==> src/rtl/lsu_isa_pkg.sv <==
// load/store op encodings and the request and response
// seen at the pipeline boundary
package lsu_isa_pkg;

  // data and address width
  localparam int XLEN = 32;

  // width of each op field
  localparam int OP_W = 3;

  // load ops, zero means no load
  localparam logic [OP_W-1:0] LD_NONE = 3'd0;
  localparam logic [OP_W-1:0] LD_LB   = 3'd1;
  localparam logic [OP_W-1:0] LD_LH   = 3'd2;
  localparam logic [OP_W-1:0] LD_LW   = 3'd3;
  localparam logic [OP_W-1:0] LD_LBU  = 3'd4;
  localparam logic [OP_W-1:0] LD_LHU  = 3'd5;

  // store ops, zero means no store
  localparam logic [OP_W-1:0] ST_NONE = 3'd0;
  localparam logic [OP_W-1:0] ST_SB   = 3'd1;
  localparam logic [OP_W-1:0] ST_SH   = 3'd2;
  localparam logic [OP_W-1:0] ST_SW   = 3'd3;

  // request from the execute stage, 70 bits
  // at most one of load_op and store_op is nonzero
  typedef struct packed {
    logic [OP_W-1:0] load_op;
    logic [OP_W-1:0] store_op;
    // effective address, alu result
    logic [XLEN-1:0] addr;
    // store source operand, rs2
    logic [XLEN-1:0] wdata;
  } lsu_req_t;

  // response toward writeback, 34 bits
  typedef struct packed {
    // extended load data, zero for stores and misaligned
    logic [XLEN-1:0] data;
    // alignment fault flag only, no trap raised here
    logic            misaligned;
    logic            is_store;
  } lsu_rsp_t;

endpackage

==> src/rtl/lsu_mem_pkg.sv <==
// geometry of the on-chip data sram and its port
package lsu_mem_pkg;

  // depth in words, 4 KiB total
  localparam int MEM_WORDS = 1024;

  // word index width, taken from addr[11:2]
  localparam int MEM_AW = 10;

  // byte lanes per word
  localparam int LANES = 4;

  localparam int BYTE_W = 8;
  localparam int HALF_W = 16;

  // one sram word
  // byte view for lb/lbu and sb
  // halfword view for lh/lhu and sh
  typedef union packed {
    logic [LANES-1:0][BYTE_W-1:0]   b;
    logic [LANES/2-1:0][HALF_W-1:0] h;
  } mem_word_u;

  // single port request, 48 bits
  typedef struct packed {
    // access this cycle
    logic              en;
    // write when set, else read
    logic              we;
    logic [MEM_AW-1:0] index;
    // per-lane write strobe
    logic [LANES-1:0]  be;
    mem_word_u         wdata;
  } sram_req_t;

endpackage

==> src/rtl/lsu_store_align.sv <==
`timescale 1ns/1ps

// store data lane steering
// purely combinational
module lsu_store_align (
  input  logic [lsu_isa_pkg::OP_W-1:0]   i_store_op,
  input  logic [1:0]                     i_addr_lo,
  input  logic [lsu_isa_pkg::XLEN-1:0]   i_wdata,
  output logic [lsu_mem_pkg::LANES-1:0]  o_be,
  output lsu_mem_pkg::mem_word_u         o_wdata
);

  // low parts of the source operand
  logic [lsu_mem_pkg::BYTE_W-1:0] src_byte;
  logic [lsu_mem_pkg::HALF_W-1:0] src_half;

  assign src_byte = i_wdata[lsu_mem_pkg::BYTE_W-1:0];
  assign src_half = i_wdata[lsu_mem_pkg::HALF_W-1:0];

  always_comb begin
    // no strobe unless a store op is present
    o_be    = '0;
    o_wdata = '0;
    case (i_store_op)
      lsu_isa_pkg::ST_SB: begin
        // byte copied to every lane
        // strobe picks the one addressed
        for (int l = 0; l < lsu_mem_pkg::LANES; l++) begin
          o_wdata.b[l] = src_byte;
        end
        o_be[i_addr_lo] = 1'b1;
      end
      lsu_isa_pkg::ST_SH: begin
        // halfword in both halves
        for (int h = 0; h < lsu_mem_pkg::LANES / 2; h++) begin
          o_wdata.h[h] = src_half;
        end
        // bit 1 selects the upper pair of lanes
        if (i_addr_lo[1]) begin
          o_be = 4'b1100;
        end else begin
          o_be = 4'b0011;
        end
      end
      lsu_isa_pkg::ST_SW: begin
        // whole word, all lanes
        o_wdata = i_wdata;
        o_be    = '1;
      end
      default: begin
        // ST_NONE and unused codes
        o_be    = '0;
        o_wdata = '0;
      end
    endcase
  end

endmodule

==> src/rtl/lsu.sv <==
`timescale 1ns/1ps

// load/store unit
// stage 1 is the sram edge, stage 2 the load extension
// fixed two cycle latency, no stall
module lsu (
  input  logic                    i_clk,
  input  logic                    i_rst_n,
  input  logic                    i_pre_valid,
  input  lsu_isa_pkg::lsu_req_t   i_req,
  input  lsu_mem_pkg::mem_word_u  i_rdata,
  output lsu_mem_pkg::sram_req_t  o_sram_req,
  output logic                    o_post_valid,
  output lsu_isa_pkg::lsu_rsp_t   o_rsp
);

  // state carried alongside the sram access
  typedef struct packed {
    logic                         valid;
    logic [lsu_isa_pkg::OP_W-1:0] load_op;
    logic [1:0]                   addr_lo;
    logic                         misaligned;
    logic                         is_store;
  } s1_t;

  logic                                is_load;
  logic                                is_store;
  logic                                need_half;
  logic                                need_word;
  logic                                misaligned;
  logic                                mem_go;
  logic [lsu_mem_pkg::LANES-1:0]       st_be;
  lsu_mem_pkg::mem_word_u              st_wdata;
  s1_t                                 s1_q;
  logic [lsu_mem_pkg::BYTE_W-1:0]      ld_byte;
  logic [lsu_mem_pkg::HALF_W-1:0]      ld_half;
  logic [lsu_isa_pkg::XLEN-1:0]        ld_ext;

  assign is_load  = |i_req.load_op;
  assign is_store = |i_req.store_op;

  // natural alignment
  // halfword needs bit 0 clear, word needs bits 1..0 clear
  assign need_half = (i_req.load_op == lsu_isa_pkg::LD_LH) |
                     (i_req.load_op == lsu_isa_pkg::LD_LHU) |
                     (i_req.store_op == lsu_isa_pkg::ST_SH);
  assign need_word = (i_req.load_op == lsu_isa_pkg::LD_LW) |
                     (i_req.store_op == lsu_isa_pkg::ST_SW);
  assign misaligned = (need_half & i_req.addr[0]) | (need_word & (|i_req.addr[1:0]));

  // misaligned requests never touch the sram
  assign mem_go = i_pre_valid & (is_load | is_store) & ~misaligned;

  lsu_store_align store_align_inst (
    .i_store_op (i_req.store_op),
    .i_addr_lo  (i_req.addr[1:0]),
    .i_wdata    (i_req.wdata),
    .o_be       (st_be),
    .o_wdata    (st_wdata)
  );

  // sram request, upper address bits dropped
  always_comb begin
    o_sram_req.en    = mem_go;
    o_sram_req.we    = mem_go & is_store;
    o_sram_req.index = i_req.addr[lsu_mem_pkg::MEM_AW+1:2];
    o_sram_req.be    = st_be;
    o_sram_req.wdata = st_wdata;
  end

  // stage 1, in step with the sram read register
  always_ff @(posedge i_clk or negedge i_rst_n) begin
    if (!i_rst_n) begin
      s1_q <= '0;
    end else begin
      s1_q.valid      <= i_pre_valid;
      s1_q.load_op    <= i_req.load_op;
      s1_q.addr_lo    <= i_req.addr[1:0];
      s1_q.misaligned <= misaligned;
      s1_q.is_store   <= is_store;
    end
  end

  // lane select through the union views
  assign ld_byte = i_rdata.b[s1_q.addr_lo];
  assign ld_half = i_rdata.h[s1_q.addr_lo[1]];

  always_comb begin
    case (s1_q.load_op)
      lsu_isa_pkg::LD_LB:  ld_ext = {{(lsu_isa_pkg::XLEN-8){ld_byte[7]}}, ld_byte};
      lsu_isa_pkg::LD_LH:  ld_ext = {{(lsu_isa_pkg::XLEN-16){ld_half[15]}}, ld_half};
      lsu_isa_pkg::LD_LW:  ld_ext = i_rdata;
      lsu_isa_pkg::LD_LBU: ld_ext = {{(lsu_isa_pkg::XLEN-8){1'b0}}, ld_byte};
      lsu_isa_pkg::LD_LHU: ld_ext = {{(lsu_isa_pkg::XLEN-16){1'b0}}, ld_half};
      default:             ld_ext = '0;
    endcase
    // stores and faults return zero data
    if (s1_q.misaligned || s1_q.is_store) begin
      ld_ext = '0;
    end
  end

  // stage 2, response register
  // holds the last response between strobes
  always_ff @(posedge i_clk or negedge i_rst_n) begin
    if (!i_rst_n) begin
      o_post_valid <= 1'b0;
      o_rsp        <= '0;
    end else begin
      o_post_valid <= s1_q.valid;
      if (s1_q.valid) begin
        o_rsp.data       <= ld_ext;
        o_rsp.misaligned <= s1_q.misaligned;
        o_rsp.is_store   <= s1_q.is_store;
      end
    end
  end

endmodule

==> config.mk <==
export PLATFORM = sky130hd
export DESIGN_NAME = lsu
export DESIGN_NICKNAME = d
export VERILOG_FILES = /design/src/rtl/lsu_isa_pkg.sv /design/src/rtl/lsu_mem_pkg.sv /design/src/rtl/lsu_store_align.sv /design/src/rtl/lsu.sv
export SDC_FILE = /design/constraint.sdc
export NUM_CORES = 1
export LEC_CHECK = 0
export BUFFER_PORTS_ARGS = -buffer_cell sky130_fd_sc_hd__buf_2
export CORE_MARGIN = 3
export CORE_UTILIZATION = 40
export CTS_BUF_LIST = sky130_fd_sc_hd__clkbuf_16
export CTS_CLUSTER_SIZE = 30
export DETAILED_ROUTE_END_ITERATION = 7
export HOLD_SLACK_MARGIN = 0.1
export PLACE_DENSITY = 0.75
export SETUP_SLACK_MARGIN = 0.15
export SYNTH_ARGS = -nofsm -noshare
export SYNTH_HDL_FRONTEND = slang
export SYNTH_HIERARCHICAL = 1
export SYNTH_SLANG_ARGS = --single-unit
==> constraint.sdc <==
create_clock -name i_clk -period 4.65 [get_ports i_clk]
set_input_delay 0.2325 -clock i_clk [delete_from_list [all_inputs] [get_ports i_clk]]
set_output_delay 0.2325 -clock i_clk [all_outputs]
set_load 0.03 [all_outputs]
# == Word level (Yosys, flattened, before mapping) ==
# Cells that the tools add are included.
# word_totals
output_inout_bits,83
regBits,43
elab_cells,51
# op_classes
bitwise_logic,11
muxes,11
n_eq_ne,11
n_lt_le_gt_ge,4
n_reduce_logical,5
# op_table
operator,count
32-bit one-hot mux with 5 select lines,1
32-bit one-hot mux with 3 select lines,1
16-bit two-way mux,2
32-bit two-way mux,1
"3-bit by 2-bit equality test with 1-bit output, second input constant",6
8-bit binary-select mux with 2-bit select,1
4-bit one-hot mux with 3 select lines,1
"3-bit equality test, second input constant",3
8-bit two-way mux,1
"3-bit by 1-bit equality test with 1-bit output, second input constant",2
"2-bit by 3-bit less-than comparator with 1-bit output, second input constant",2
3-bit OR reduction,2
1-bit bitwise AND,5
1-bit bitwise OR,5
4-bit two-way mux,1
1-bit demux with 2-bit select,1
"2-bit by 1-bit greater-or-equal comparator with 1-bit output, second input constant",1
"1-bit by 2-bit less-than comparator with 1-bit output, second input constant",1
2-bit OR reduction,1
1-bit logical AND,1
1-bit logical OR,1
1-bit two-way mux,1
1-bit inverter,1

# == Depth between registers and ports, before layout ==
# Gate-level depths: netlist of run 1.
# logic_depth
word_depth,8
mapped_depth,8
depth_no_buf,5

# == By module ==
# The synthesis of run 1 kept the hierarchy.
# modules_own_cells
mod,seq_area_each_um2,area_per_inst_um2,cells_per_inst,n_inst
lsu,1076.0,2384.8,234,1
lsu_store_align,0.0,763.2,103,1

# == Worst setup path before layout of run 1 ==
# OpenSTA, ideal clock, no wires.
# synth_timing
path_kind,register -> register
from,reg s1_q[5] in the netlist's numbering
to,reg o_rsp[17] in the netlist's numbering
t_required_ps,4518
path_stages_with_launch,9
arrival_time_ps,1373
path_slack_ps,3146
path_buffers,3
path_cell_list,dfrtp_1 buf_2 nor2b_1 buf_2 buf_2 nand2_1 o31ai_1 a221oi_1 o2bb2ai_1
# synth_between
elab_chain_cells,3
elab_cells_between_ends,7
classes_between,5 x eq/ne; 2 x mux
# synth_lines
element,line,rtl
start: declaration,lsu.sv:34,s1_t s1_q;
3-bit equality test (tied with other cells),lsu.sv:89,case (s1_q.load_op)
32-bit one-hot mux with 5 select lines *,lsu.sv:89,
32-bit two-way mux *,lsu.sv:98,if (s1_q.misaligned || s1_q.is_store) begin
end: declaration,lsu.sv:14,output lsu_isa_pkg::lsu_rsp_t o_rsp
# Mark *: on every way between the ends. The rest lies on a longest branch, timed or not.
# A chain may end at the register's enable or synchronous reset.

# == Final worst setup path of run 1 ==
# layout_timing
from,reg s1_q[3] in the netlist's numbering
to,reg o_rsp[9] in the netlist's numbering
# layout_between
elab_chain_cells,4
elab_cells_between_ends,6
classes_between,6 x mux
# layout_lines
element,line
8-bit binary-select mux with 2-bit select or 16-bit two-way mux (tied branches),"lsu.sv:85, lsu.sv:86"
8-bit two-way mux (not written as such) or 16-bit two-way mux (tied branches),"lsu.sv:85, lsu.sv:86"
32-bit one-hot mux with 5 select lines *,lsu.sv:89
32-bit two-way mux *,lsu.sv:98
# Mark *: on every way between the ends. The rest lies on a longest branch, timed or not. The select of a mux whose other input is x is not followed.

==> results of run 1 <==
## metal layers
layer / up-vias / share of wire, % / wire (um) / GRT usage, %
li1: 1489 / - / - / -
met1: 1555 / 42 / 3900 / 26.9
met2: 127 / 49 / 4580 / 33.1
met3: 12 / 6.6 / 609 / 3.27
met4: 0 / 1.8 / 166 / 6.01
met5: - / 0 / 0 / 0
## path summary, 6_finish.rpt
kind	from	end	slack (ns)	depth (start not counted)
max	s1_q[3]	o_rsp[9]	2.22	5
min reg2reg	o_rsp[13]	o_rsp[13]	0.48	1
min in group i_clk	i_req[69]	s1_q[6]	0.11	1
max in group asynchronous	i_rst_n	o_rsp[7]	3.98	1
min	i_rst_n	o_rsp[4]	0.08	1
max reg2reg	s1_q[3]	o_rsp[9]	2.22	5
## cell families after synthesis
kind of cell	Yosys count	synth area share [%]
multiplexers	27	9.10
adder cells (fa/ha/maj)	1	0.318
buffers and inverters	47	8.86
flip-flops	43	34.2
AO/OA/AOI/OAI	133	33.9
AND/OR/NAND/NOR	85	13.4
XOR/XNOR	1	0.278
## cell type report
class	instances	area share (%)
clock inverter	3	1.61
sequential	43	27.1
tap	99	3.12
timing repair buffer	150	19.2
clock buffer	5	3.15
inverter	6	0.568
multi-input combinational	247	45.2
## power groups by stage
stage          sequential, W  combinational, W  clock, W
5_1_grt             0.000398          0.000313  0.000466
4_1_cts             0.000397          0.000287  0.000450
2_1_floorplan       0.000407          0.000205         0
3_3_place_gp        0.000404          0.000280         0
6_report            0.000397          0.000287  0.000444
3_5_place_dp        0.000404          0.000284         0
## per-stage QoR
step	area, um^2	util (%)	total power, W
floorplan	3150	-	0.000612
global placement	3760	50.5	0.000683
detailed placement	3760	50.5	0.000688
CTS	3970	53.3	0.00113
global route	3970	53.3	0.00118
finish	3970	53.3	0.00113
## state kept, by name (all words and copies together), names as in the netlist
| register | cells |
|---|---|
| s1_q | 8 |
| o_rsp | 34 |
| o_post_valid | 1 |
## critical path, stage by stage (launching register included)
cell and delay [ns]:
dfrtp_1 0.91, nor2b_1 0.70, o32ai_1 0.20, a32oi_1 0.21
a2bb2oi_1 0.17, o31ai_1 0.09
## cells in the mapped netlist, types with 2 or more instances
cell type,number
buf_4,15
o21ai_1,3
buf_2,13
a21oi_1,41
buf_6,4
dfrtp_1,43
nor2b_1,6
o31ai_1,2
and2_1,8
a211oi_2,16
nor2_1,16
mux2i_1,17
a21oi_2,2
nand2b_1,11
a22oi_1,8
a222oi_1,7
inv_1,5
nor3_1,3
mux2_2,9
a22o_1,7
clkbuf_1,9
a221oi_1,8
o2bb2ai_1,31
nand2_1,34
==> reports/qor.txt, run 1 <==
Status: completed
CP Launch Type: flop
Worst Hold Class: input port to async pin
Final setup TNS: 0 ns
Cells after Synth: 337
Boundary Pins: 188
Crit end category: flop
Initial DRT Pass Iterations: 5
Vias: 3183
Sequential Area: 0.00108 mm^2
Clock skew: 0.0101 ns
DRC Markers: 0
DR vias/cell: 5.76
Area of the multi-input gates: 0.00179 mm^2
Area of the mapped netlist: 0.00315 mm^2
Post-place setup slack: 2.30 ns
Fin nets: 558
Dominant synthesized flop cell: dfrtp_1
Fin. max-slew vios: 0
GRT Util Overall: 20.0%
Register share of total power: 35.2%
FMAX: 411 MHz
Seq/Total Area, Yosys: 34.2%
Final setup margin: 2.22 ns
TritonCTS buffer count: 5
Total die area: 0.00897 mm^2
Antenna-violating nets left: 0
Routability cong.: 0.915
DRT iter0 DRCs: 242
Finished Layout Cells: 553
Mapped Nets: 442
CTS root buf: clkbuf_16
Port bufs: 147
Pin count of the biggest net entering global routing: 52
Vias in the first global route: 2932
Actual slew at the worst max-slew pin: 1.15 ns
Synth area leaders: dfrtp_1 (34%), o2bb2ai_1 (8.6%), a21oi_1 (6.5%)
Pleak: 1.96 nW
Hold slack final: 0.0806 ns
Final hold vios: 0
Syn_area_per_cell: 9.34 um^2
Int Pwr: 0.000794 W
Cts hold-fix bufs: 2
Fill cells: 698
Antenna violations before repair: 0
Clock-pin slew on the worst setup and hold paths: 0.07 ns
WP data arrival: 2.56 ns
Synth Register Bits: 43
Library cells used by synthesis: 43
Worst path required time: 4.78 ns
Yosys warnings: 6
Initial Utilization: 42.3%
Gr ovfl total: 0
Inserted Diodes: 0
Area leader, netlist: dfrtp_1
FP Rows: 31
WL per Instance: 16.8 um
EDFF count, synth: 0
Top cell type's share of synthesized area: 34.2%
Fraction of registers with async set/reset: 100%
Most frequent cells in the layout: buf_2 (147), dfrtp_1 (43), a21oi_1 (41)
Final worst path period need: 2.43 ns
RSZ-0062 raised after global routing: no
Psw: 0.000334 W
Die Span Y: 94.7 um
Most common cell after layout, fill and taps aside: buf_2
Drt total wl: 9260 um
Resized Gates After CTS: 0
H-tree Lvls: 2
Crit path max fanout: 27
Area grow syn2layout: 26.0%
Gate power share: 25.4%
Layout cell share with drive strength beyond 1: 41.6%
Die width: 94.7 um
Power density over the cells: 284 mW/mm^2
CTS tree: yes
Peak supply drop: 0.151 mV
Relative slew margins: 23.2%
Setup bufs post-CTS: 0
Proportion of power drawn by the clock network: 39.4%
Dpl cells: 543
Final HPWL from detailed placement: 6660 um
CTS Sinks: 43
Sw frac: 29.6%
CTS Buffer Depth: 2
Final setup viols: 0
Core area: 0.00745 mm^2
Setup CP Type: flop to flop
Final period utilization: 52.3%
Worst skew pair latency: 0.28 ns
First-pass GRT wire length: 14500 um
Max-cap violations: 0
No activity file was read; power rests on OpenSTA's default activity.
==> run 2, diff against run 1 <==
--- a/config.mk
+++ b/config.mk
@@ -12,7 +12,7 @@
 export CTS_CLUSTER_SIZE = 30
 export DETAILED_ROUTE_END_ITERATION = 7
 export HOLD_SLACK_MARGIN = 0.1
-export PLACE_DENSITY = 0.75
+export PLACE_DENSITY = 0.78
 export SETUP_SLACK_MARGIN = 0.15
 export SYNTH_ARGS = -nofsm -noshare
 export SYNTH_HDL_FRONTEND = slang
==> constraint.sdc (replaced) <==
create_clock -name i_clk -period 2.2 [get_ports i_clk]
set_input_delay 0.11 -clock i_clk [delete_from_list [all_inputs] [get_ports i_clk]]
set_output_delay 0.11 -clock i_clk [all_outputs]
set_load 0.03 [all_outputs]
==> run 2 against run 1 <==
- count of clock-buffer cells in the layout stayed put
- global-route usage is 0.84 points higher
- sequential power is 110% higher
- utilization is 1.9 points higher
- setup slack worse by 1.8 ns
- first-iteration DRC count is 7.0% lower
- largest power group unchanged
- highest routed layer unchanged
==> reports/qor.txt, run 2 (same netlist as run 1, synthesis figures left out) <==
CTS tree: yes
Hold depth: 3
Relative slew margins: 36.1% (+13 points)
H-tree Lvls: 2 (unchanged)
CP max stage cell: dfrtp_1
Status: completed
Top delay family on crit path: compound AO/OA/AOI/OAI gates
GRT Util Overall: 20.9% (+0.84 points)
WL per Instance: 16.9 um (+0.96%)
Worst skew pair latency: 0.28 ns (about the same)
Crit end category: flop
DR vias/cell: 5.67 (-1.5%)
Fin. max-slew vios: 0 (unchanged)
Worst path max stage delay: 0.54 ns (-0.37 ns)
Final setup margin: 0.402 ns (-1.82 ns)
Most frequent cells in the layout: buf_2 (147), dfrtp_1 (43), a21oi_1 (41)
First-pass GRT wire length: 14900 um (+3.2%)
Worst Hold Class: input port to flop
Inserted Diodes: 0 (unchanged)
Final setup TNS: 0 ns (unchanged)
Routability cong.: 0.852 (-6.9%)
Buf+Inv Stages, Crit Path: 1 (+1)
Gr ovfl total: 0 (unchanged)
Power density over the cells: 586 mW/mm^2 (+110%)
Max reg flops: 34 (unchanged)
Final worst path period need: 1.80 ns (-0.633 ns)
Final HPWL from detailed placement: 7090 um (+6.4%)
Finished Layout Cells: 568 (+2.7%)
Most common cell after layout, fill and taps aside: buf_2
WP data arrival: 1.99 ns (-0.57 ns)
Crit path max fanout: 8 (-70%)
Initial Utilization: 42.3% (unchanged)
FP Rows: 31 (unchanged)
Antenna violations before repair: 0 (unchanged)
Vias in the first global route: 3047 (+3.9%)
Fin nets: 573 (+2.7%)
Boundary Pins: 188 (unchanged)
RR Startpoint: s1_q[6]
Biggest regs: o_rsp (34), s1_q (8), o_post_valid (1)
FF-to-FF setup slack: 0.40 ns (-1.82 ns)
Final Util: 55.2% (+1.9 points)
Pin count of the biggest net entering global routing: 44 (-15%)
Final setup viols: 0 (unchanged)
Max-cap violations: 0 (unchanged)
Dpl cells: 553 (+1.8%)
CTS root buf: clkbuf_16
Drt total wl: 9610 um (+3.7%)
DRC Markers: 0 (unchanged)
Clock skew: 0.00666 ns (-0.00341 ns)
Worst R2R Path Depth: 5 (unchanged)
Initial DRT Pass Iterations: 5 (unchanged)
Total die area: 0.00897 mm^2 (unchanged)
CTS Buffer Depth: 2 (unchanged)
Total power: 0.00241 W (+110%)
CP Launch Type: flop
Layout cell share with drive strength beyond 1: 42.6% (+1.0 points)
Critical R2R Capture: o_rsp[7]
Worst setup startpoint: s1_q[6]
Die Span Y: 94.7 um (unchanged)
Vias: 3220 (+1.2%)
FMAX: 556 MHz (+35%)
Critical Path, Cell by Cell: inv_2 -> maj3_1 -> o22ai_2 -> a222oi_1 -> o2bb2ai_1
Die width: 94.7 um (unchanged)
TritonCTS buffer count: 5 (unchanged)
Pleak: 2.03 nW (+3.8%)
Antenna-violating nets left: 0 (unchanged)
Worst path depth: 5 (unchanged)
Setup CP Type: flop to flop
Most flops, register: o_rsp
Core area: 0.00745 mm^2 (unchanged)
Worst path required time: 2.39 ns (-2.39 ns)
Clock-pin slew on the worst setup and hold paths: 0.06 ns (about the same)
Setup crit end: o_rsp[7]
Peak supply drop: 0.372 mV (+150%)
Area grow syn2layout: 30.5%
Post-place setup slack: 0.253 ns (-2.05 ns)
CTS Sinks: 43 (unchanged)
DRT iter0 DRCs: 225 (-7.0%)
Port bufs: 147 (unchanged)
Final period utilization: 81.7% (+29 points)
Final hold vios: 0 (unchanged)
RSZ-0062 raised after global routing: no
Actual slew at the worst max-slew pin: 0.959 ns (-0.191 ns)
-- run 2: cell count changes in the layout (fill, tap and decap cells not counted), sizes merged --
cell,change
dlygate4sd3,+5
buf,+10
-- run 2: repair_timing --
item / 4_1_cts / 5_1_grt
hold buffers: 7 / 0
endpoints found under the setup margin: 0 / 9
gates resized for setup: 0 / 1
buffers inserted: 0 / 0
endpoints found under the hold margin: 49 / 0
-- run 2: worst min-delay path by stage --
stage | start | endpoint | slack, ns
floorplan | i_rst_n | o_post_valid | -0.19
CTS | i_req[66] | s1_q[0] | 0.11
global placement | i_req[37] | o_sram_req[39] | 0.22
global route | i_rdata[19] | o_rsp[21] | 0.14
finish | i_req[66] | s1_q[0] | 0.12
detailed placement | i_req[37] | o_sram_req[39] | 0.22
-- run 2: cell type report --
class	instances	area, um^2
clock buffers	5	125
clock inverters	3	63.8
fillers	672	3340
inverters	6	22.5
multi-input cells	247	1800
flip-flops and latches	43	1080
well taps	99	124
repair buffers	165	901
-- run 2: layer usage --
layer | part of all wire [%] | vias up | track usage [%]
met5 | 0 | - | 0
li1 | - | 1520 | -
met2 | 51 | 136 | 35.4
met4 | 2.9 | 0 | 8.05
met1 | 41 | 1543 | 26.6
met3 | 5.2 | 21 | 3.27
-- run 2: where the power goes --
group	internal, W	total (W)	switching, W	leakage (nW)
Combinational	0.000239	0.000642	0.000403	1.37
Sequential	0.000811	0.000828	0.0000168	0.572
Clock	0.000646	0.000937	0.000291	0.0952
Total	0.00170	0.00241	0.000711	2.03
-- run 2: stage by stage --
stage                     hold slack [ns]  instance area (um^2)
final                               0.119                  4110
after CTS                           0.114                  4110
after floorplan                    -0.186                  3150
after global placement              0.220                  3850
after global routing                0.136                  4110
after detailed placement            0.220                  3850
-- run 2: worst reg2reg max path: cells and delay by family (launching register included) --
kind,cells,cell delay (ns)
compound gates,3,0.68
flops,1,0.54
fa+ha+maj,1,0.38
buf+inv,1,0.12
==> run 3, diff against run 2 <==
==> constraint.sdc (replaced) <==
create_clock -name i_clk -period 1.65 [get_ports i_clk]
set_input_delay 0.0825 -clock i_clk [delete_from_list [all_inputs] [get_ports i_clk]]
set_output_delay 0.0825 -clock i_clk [all_outputs]
set_load 0.03 [all_outputs]
==> run 3 against run 2 <==
- count of clock-buffer cells in the layout unchanged
- hold slack worse by 0.013 ns
- first-iteration DRC count up 34%
- cell area grew 14%
- register-to-register slack worse by 0.35 ns
- setup slack lost 0.35 ns
- sequential power is 33% higher
- sequential cell count is the same
- die area unchanged
- via count is 10% higher
- utilization increased by 7.8 points
- clock power is 21% higher
- highest routed layer unchanged
==> reports/qor.txt, run 3 (same netlist as run 1, synthesis figures left out) <==
Power density over the cells: 696 mW/mm^2 (+19%)
Final hold vios: 0 (unchanged)
Max reg flops: 34 (unchanged)
Peak supply drop: 0.481 mV (+29%)
Sequential Area: 0.00108 mm^2 (+0.35%)
Relative slew margins: 63.2% (+27 points)
Vias: 3547 (+10%)
Gate power share: 31.7% (+5.0 points)
CTS tree: yes
Biggest regs: o_rsp (34), s1_q (8), o_post_valid (1)
Routability cong.: 0.921 (+8.2%)
Proportion of power drawn by the clock network: 34.5% (-4.4 points)
Worst Hold Class: input port to flop
Pin count of the biggest net entering global routing: 44 (unchanged)
Drt total wl: 11000 um (+14%)
Fin. max-slew vios: 0 (unchanged)
Vias in the first global route: 3185 (+4.5%)
Max-cap violations: 0 (unchanged)
CTS root buf: clkbuf_16
Worst path required time: 1.84 ns (-0.55 ns)
DRT iter0 DRCs: 302 (+34%)
DR vias/cell: 5.81 (+2.4%)
WL per Instance: 18.0 um (+6.2%)
Final worst path period need: 1.60 ns (-0.203 ns)
Final setup viols: 0 (unchanged)
Initial Utilization: 42.3% (unchanged)
Core area: 0.00745 mm^2 (unchanged)
Antenna-violating nets left: 0 (unchanged)
Final setup TNS: 0 ns (unchanged)
FP Rows: 31 (unchanged)
Port bufs: 147 (unchanged)
Crit end category: flop
Register share of total power: 33.8% (-0.6 points)
Worst skew pair latency: 0.29 ns (about the same)
Clock skew: 0.00721 ns (+0.000556 ns)
Die Span Y: 94.7 um (unchanged)
Area grow syn2layout: 49.0%
Initial DRT Pass Iterations: 5 (unchanged)
FF-to-FF setup slack: 0.05 ns (-0.35 ns)
Total die area: 0.00897 mm^2 (unchanged)
Clock-pin slew on the worst setup and hold paths: 0.07 ns (about the same)
RSZ-0062 raised after global routing: yes
TritonCTS buffer count: 5 (unchanged)
DRC Markers: 0 (unchanged)
Actual slew at the worst max-slew pin: 0.553 ns (-0.406 ns)
Final period utilization: 96.7% (+15 points)
Most flops, register: o_rsp
Area of the multi-input gates: 0.00193 mm^2 (+7.2%)
Layout cell share with drive strength beyond 1: 51.2% (+8.5 points)
Die width: 94.7 um (unchanged)
Final HPWL from detailed placement: 7180 um (+1.2%)
Antenna violations before repair: 0 (unchanged)
WP data arrival: 1.79 ns (-0.20 ns)
CTS Buffer Depth: 2 (unchanged)
DP Area: 0.00395 mm^2 (+2.6%)
GRT Util Overall: 21.6% (+0.73 points)
FMAX: 627 MHz (+13%)
Most common cell after layout, fill and taps aside: buf_2
Inserted Diodes: 0 (unchanged)
Pleak: 2.31 nW (+14%)
CTS Sinks: 43 (unchanged)
Gr ovfl total: 0 (unchanged)
First-pass GRT wire length: 15500 um (+3.5%)
Fill cells: 595 (-11%)
Boundary Pins: 188 (unchanged)
Crit path max fanout: 16 (+8)
Most frequent cells in the layout: buf_2 (148), a21oi_1 (40), dfrtp_1 (40)
Int Pwr: 0.00223 W (+31%)
CP Launch Type: flop
Design Area, Final: 0.00469 mm^2 (+14%)
H-tree Lvls: 2 (unchanged)
Sw frac: 31.8% (+2.2 points)
Setup CP Type: flop to flop
Fin nets: 616 (+7.5%)
Status: completed
Psw: 0.00104 W (+46%)
run 3: power groups by stage:
stage	Combinational, W	Sequential (W)	Clock, W
6_report	0.00103	0.00110	0.00113
5_1_grt	0.00110	0.00111	0.00119
4_1_cts	0.000942	0.00110	0.00114
3_5_place_dp	0.000868	0.00112	0
3_3_place_gp	0.000849	0.00112	0
2_1_floorplan	0.000577	0.00115	0
run 3: layout make-up:
| class | instances | share of cell area (%) |
|---|---|---|
| multi-input cells | 247 | 41.1 |
| repair buffers | 208 | 29.1 |
| flip-flops and latches | 43 | 23.0 |
| clock buffers | 5 | 2.67 |
| well taps | 99 | 2.64 |
| clock inverters | 3 | 0.934 |
| inverters | 6 | 0.587 |
run 3: worst paths after layout:
path | startpoint | to | depth (start not counted)
max | s1_q[3] | o_rsp[32] | 6
min | i_rdata[20] | o_rsp[22] | 3
max reg2reg | s1_q[3] | o_rsp[32] | 6
min reg2reg | o_rsp[13] | o_rsp[13] | 1
max in group asynchronous | i_rst_n | s1_q[2] | 3
min in group asynchronous | i_rst_n | o_rsp[20] | 3
run 3: timing repair:
| item | 4_1_cts | 5_1_grt |
|---|---|---|
| hold buffers | 12 | 0 |
| endpoints found under the hold margin | 54 | 0 |
| setup endpoints to repair | 32 | 32 |
| cloned | 0 | 3 |
| pin swaps | 10 | 14 |
| gates resized for setup | 16 | 31 |
| setup buffers | 8 | 17 |
run 3: worst max-delay path: stages, from the launching register on:
cell and delay, ns:
dfrtp_2 0.45, buf_4 0.15, mux2_4 0.33, o22ai_4 0.21
buf_12 0.17, a21oi_1 0.05, o2bb2ai_1 0.15
run 3: per-layer routing:
metal | part of all wire [%] | wire length [um] | GRT usage [%]
met2 | 52 | 5660 | 36.8
met1 | 39 | 4240 | 27.1
met4 | 2.4 | 265 | 6.73
met3 | 7.4 | 813 | 4.94
met5 | 0 | 0 | 0
run 3: metrics by stage:
stage / setup slack [ns] / cells / hold WS, ns / util [%] / power [W]
2_1_floorplan: 0.155 / 337 / -0.213 / - / 0.00173
3_3_place_gp: -0.145 / 563 / 0.165 / 53.0 / 0.00197
3_5_place_dp: -0.267 / 563 / 0.165 / 53.0 / 0.00199
4_1_cts: 0.0863 / 591 / 0.105 / 59.0 / 0.00318
5_1_grt: -0.0300 / 611 / 0.122 / 63.0 / 0.00340
6_report: 0.0548 / 611 / 0.106 / 63.0 / 0.00326
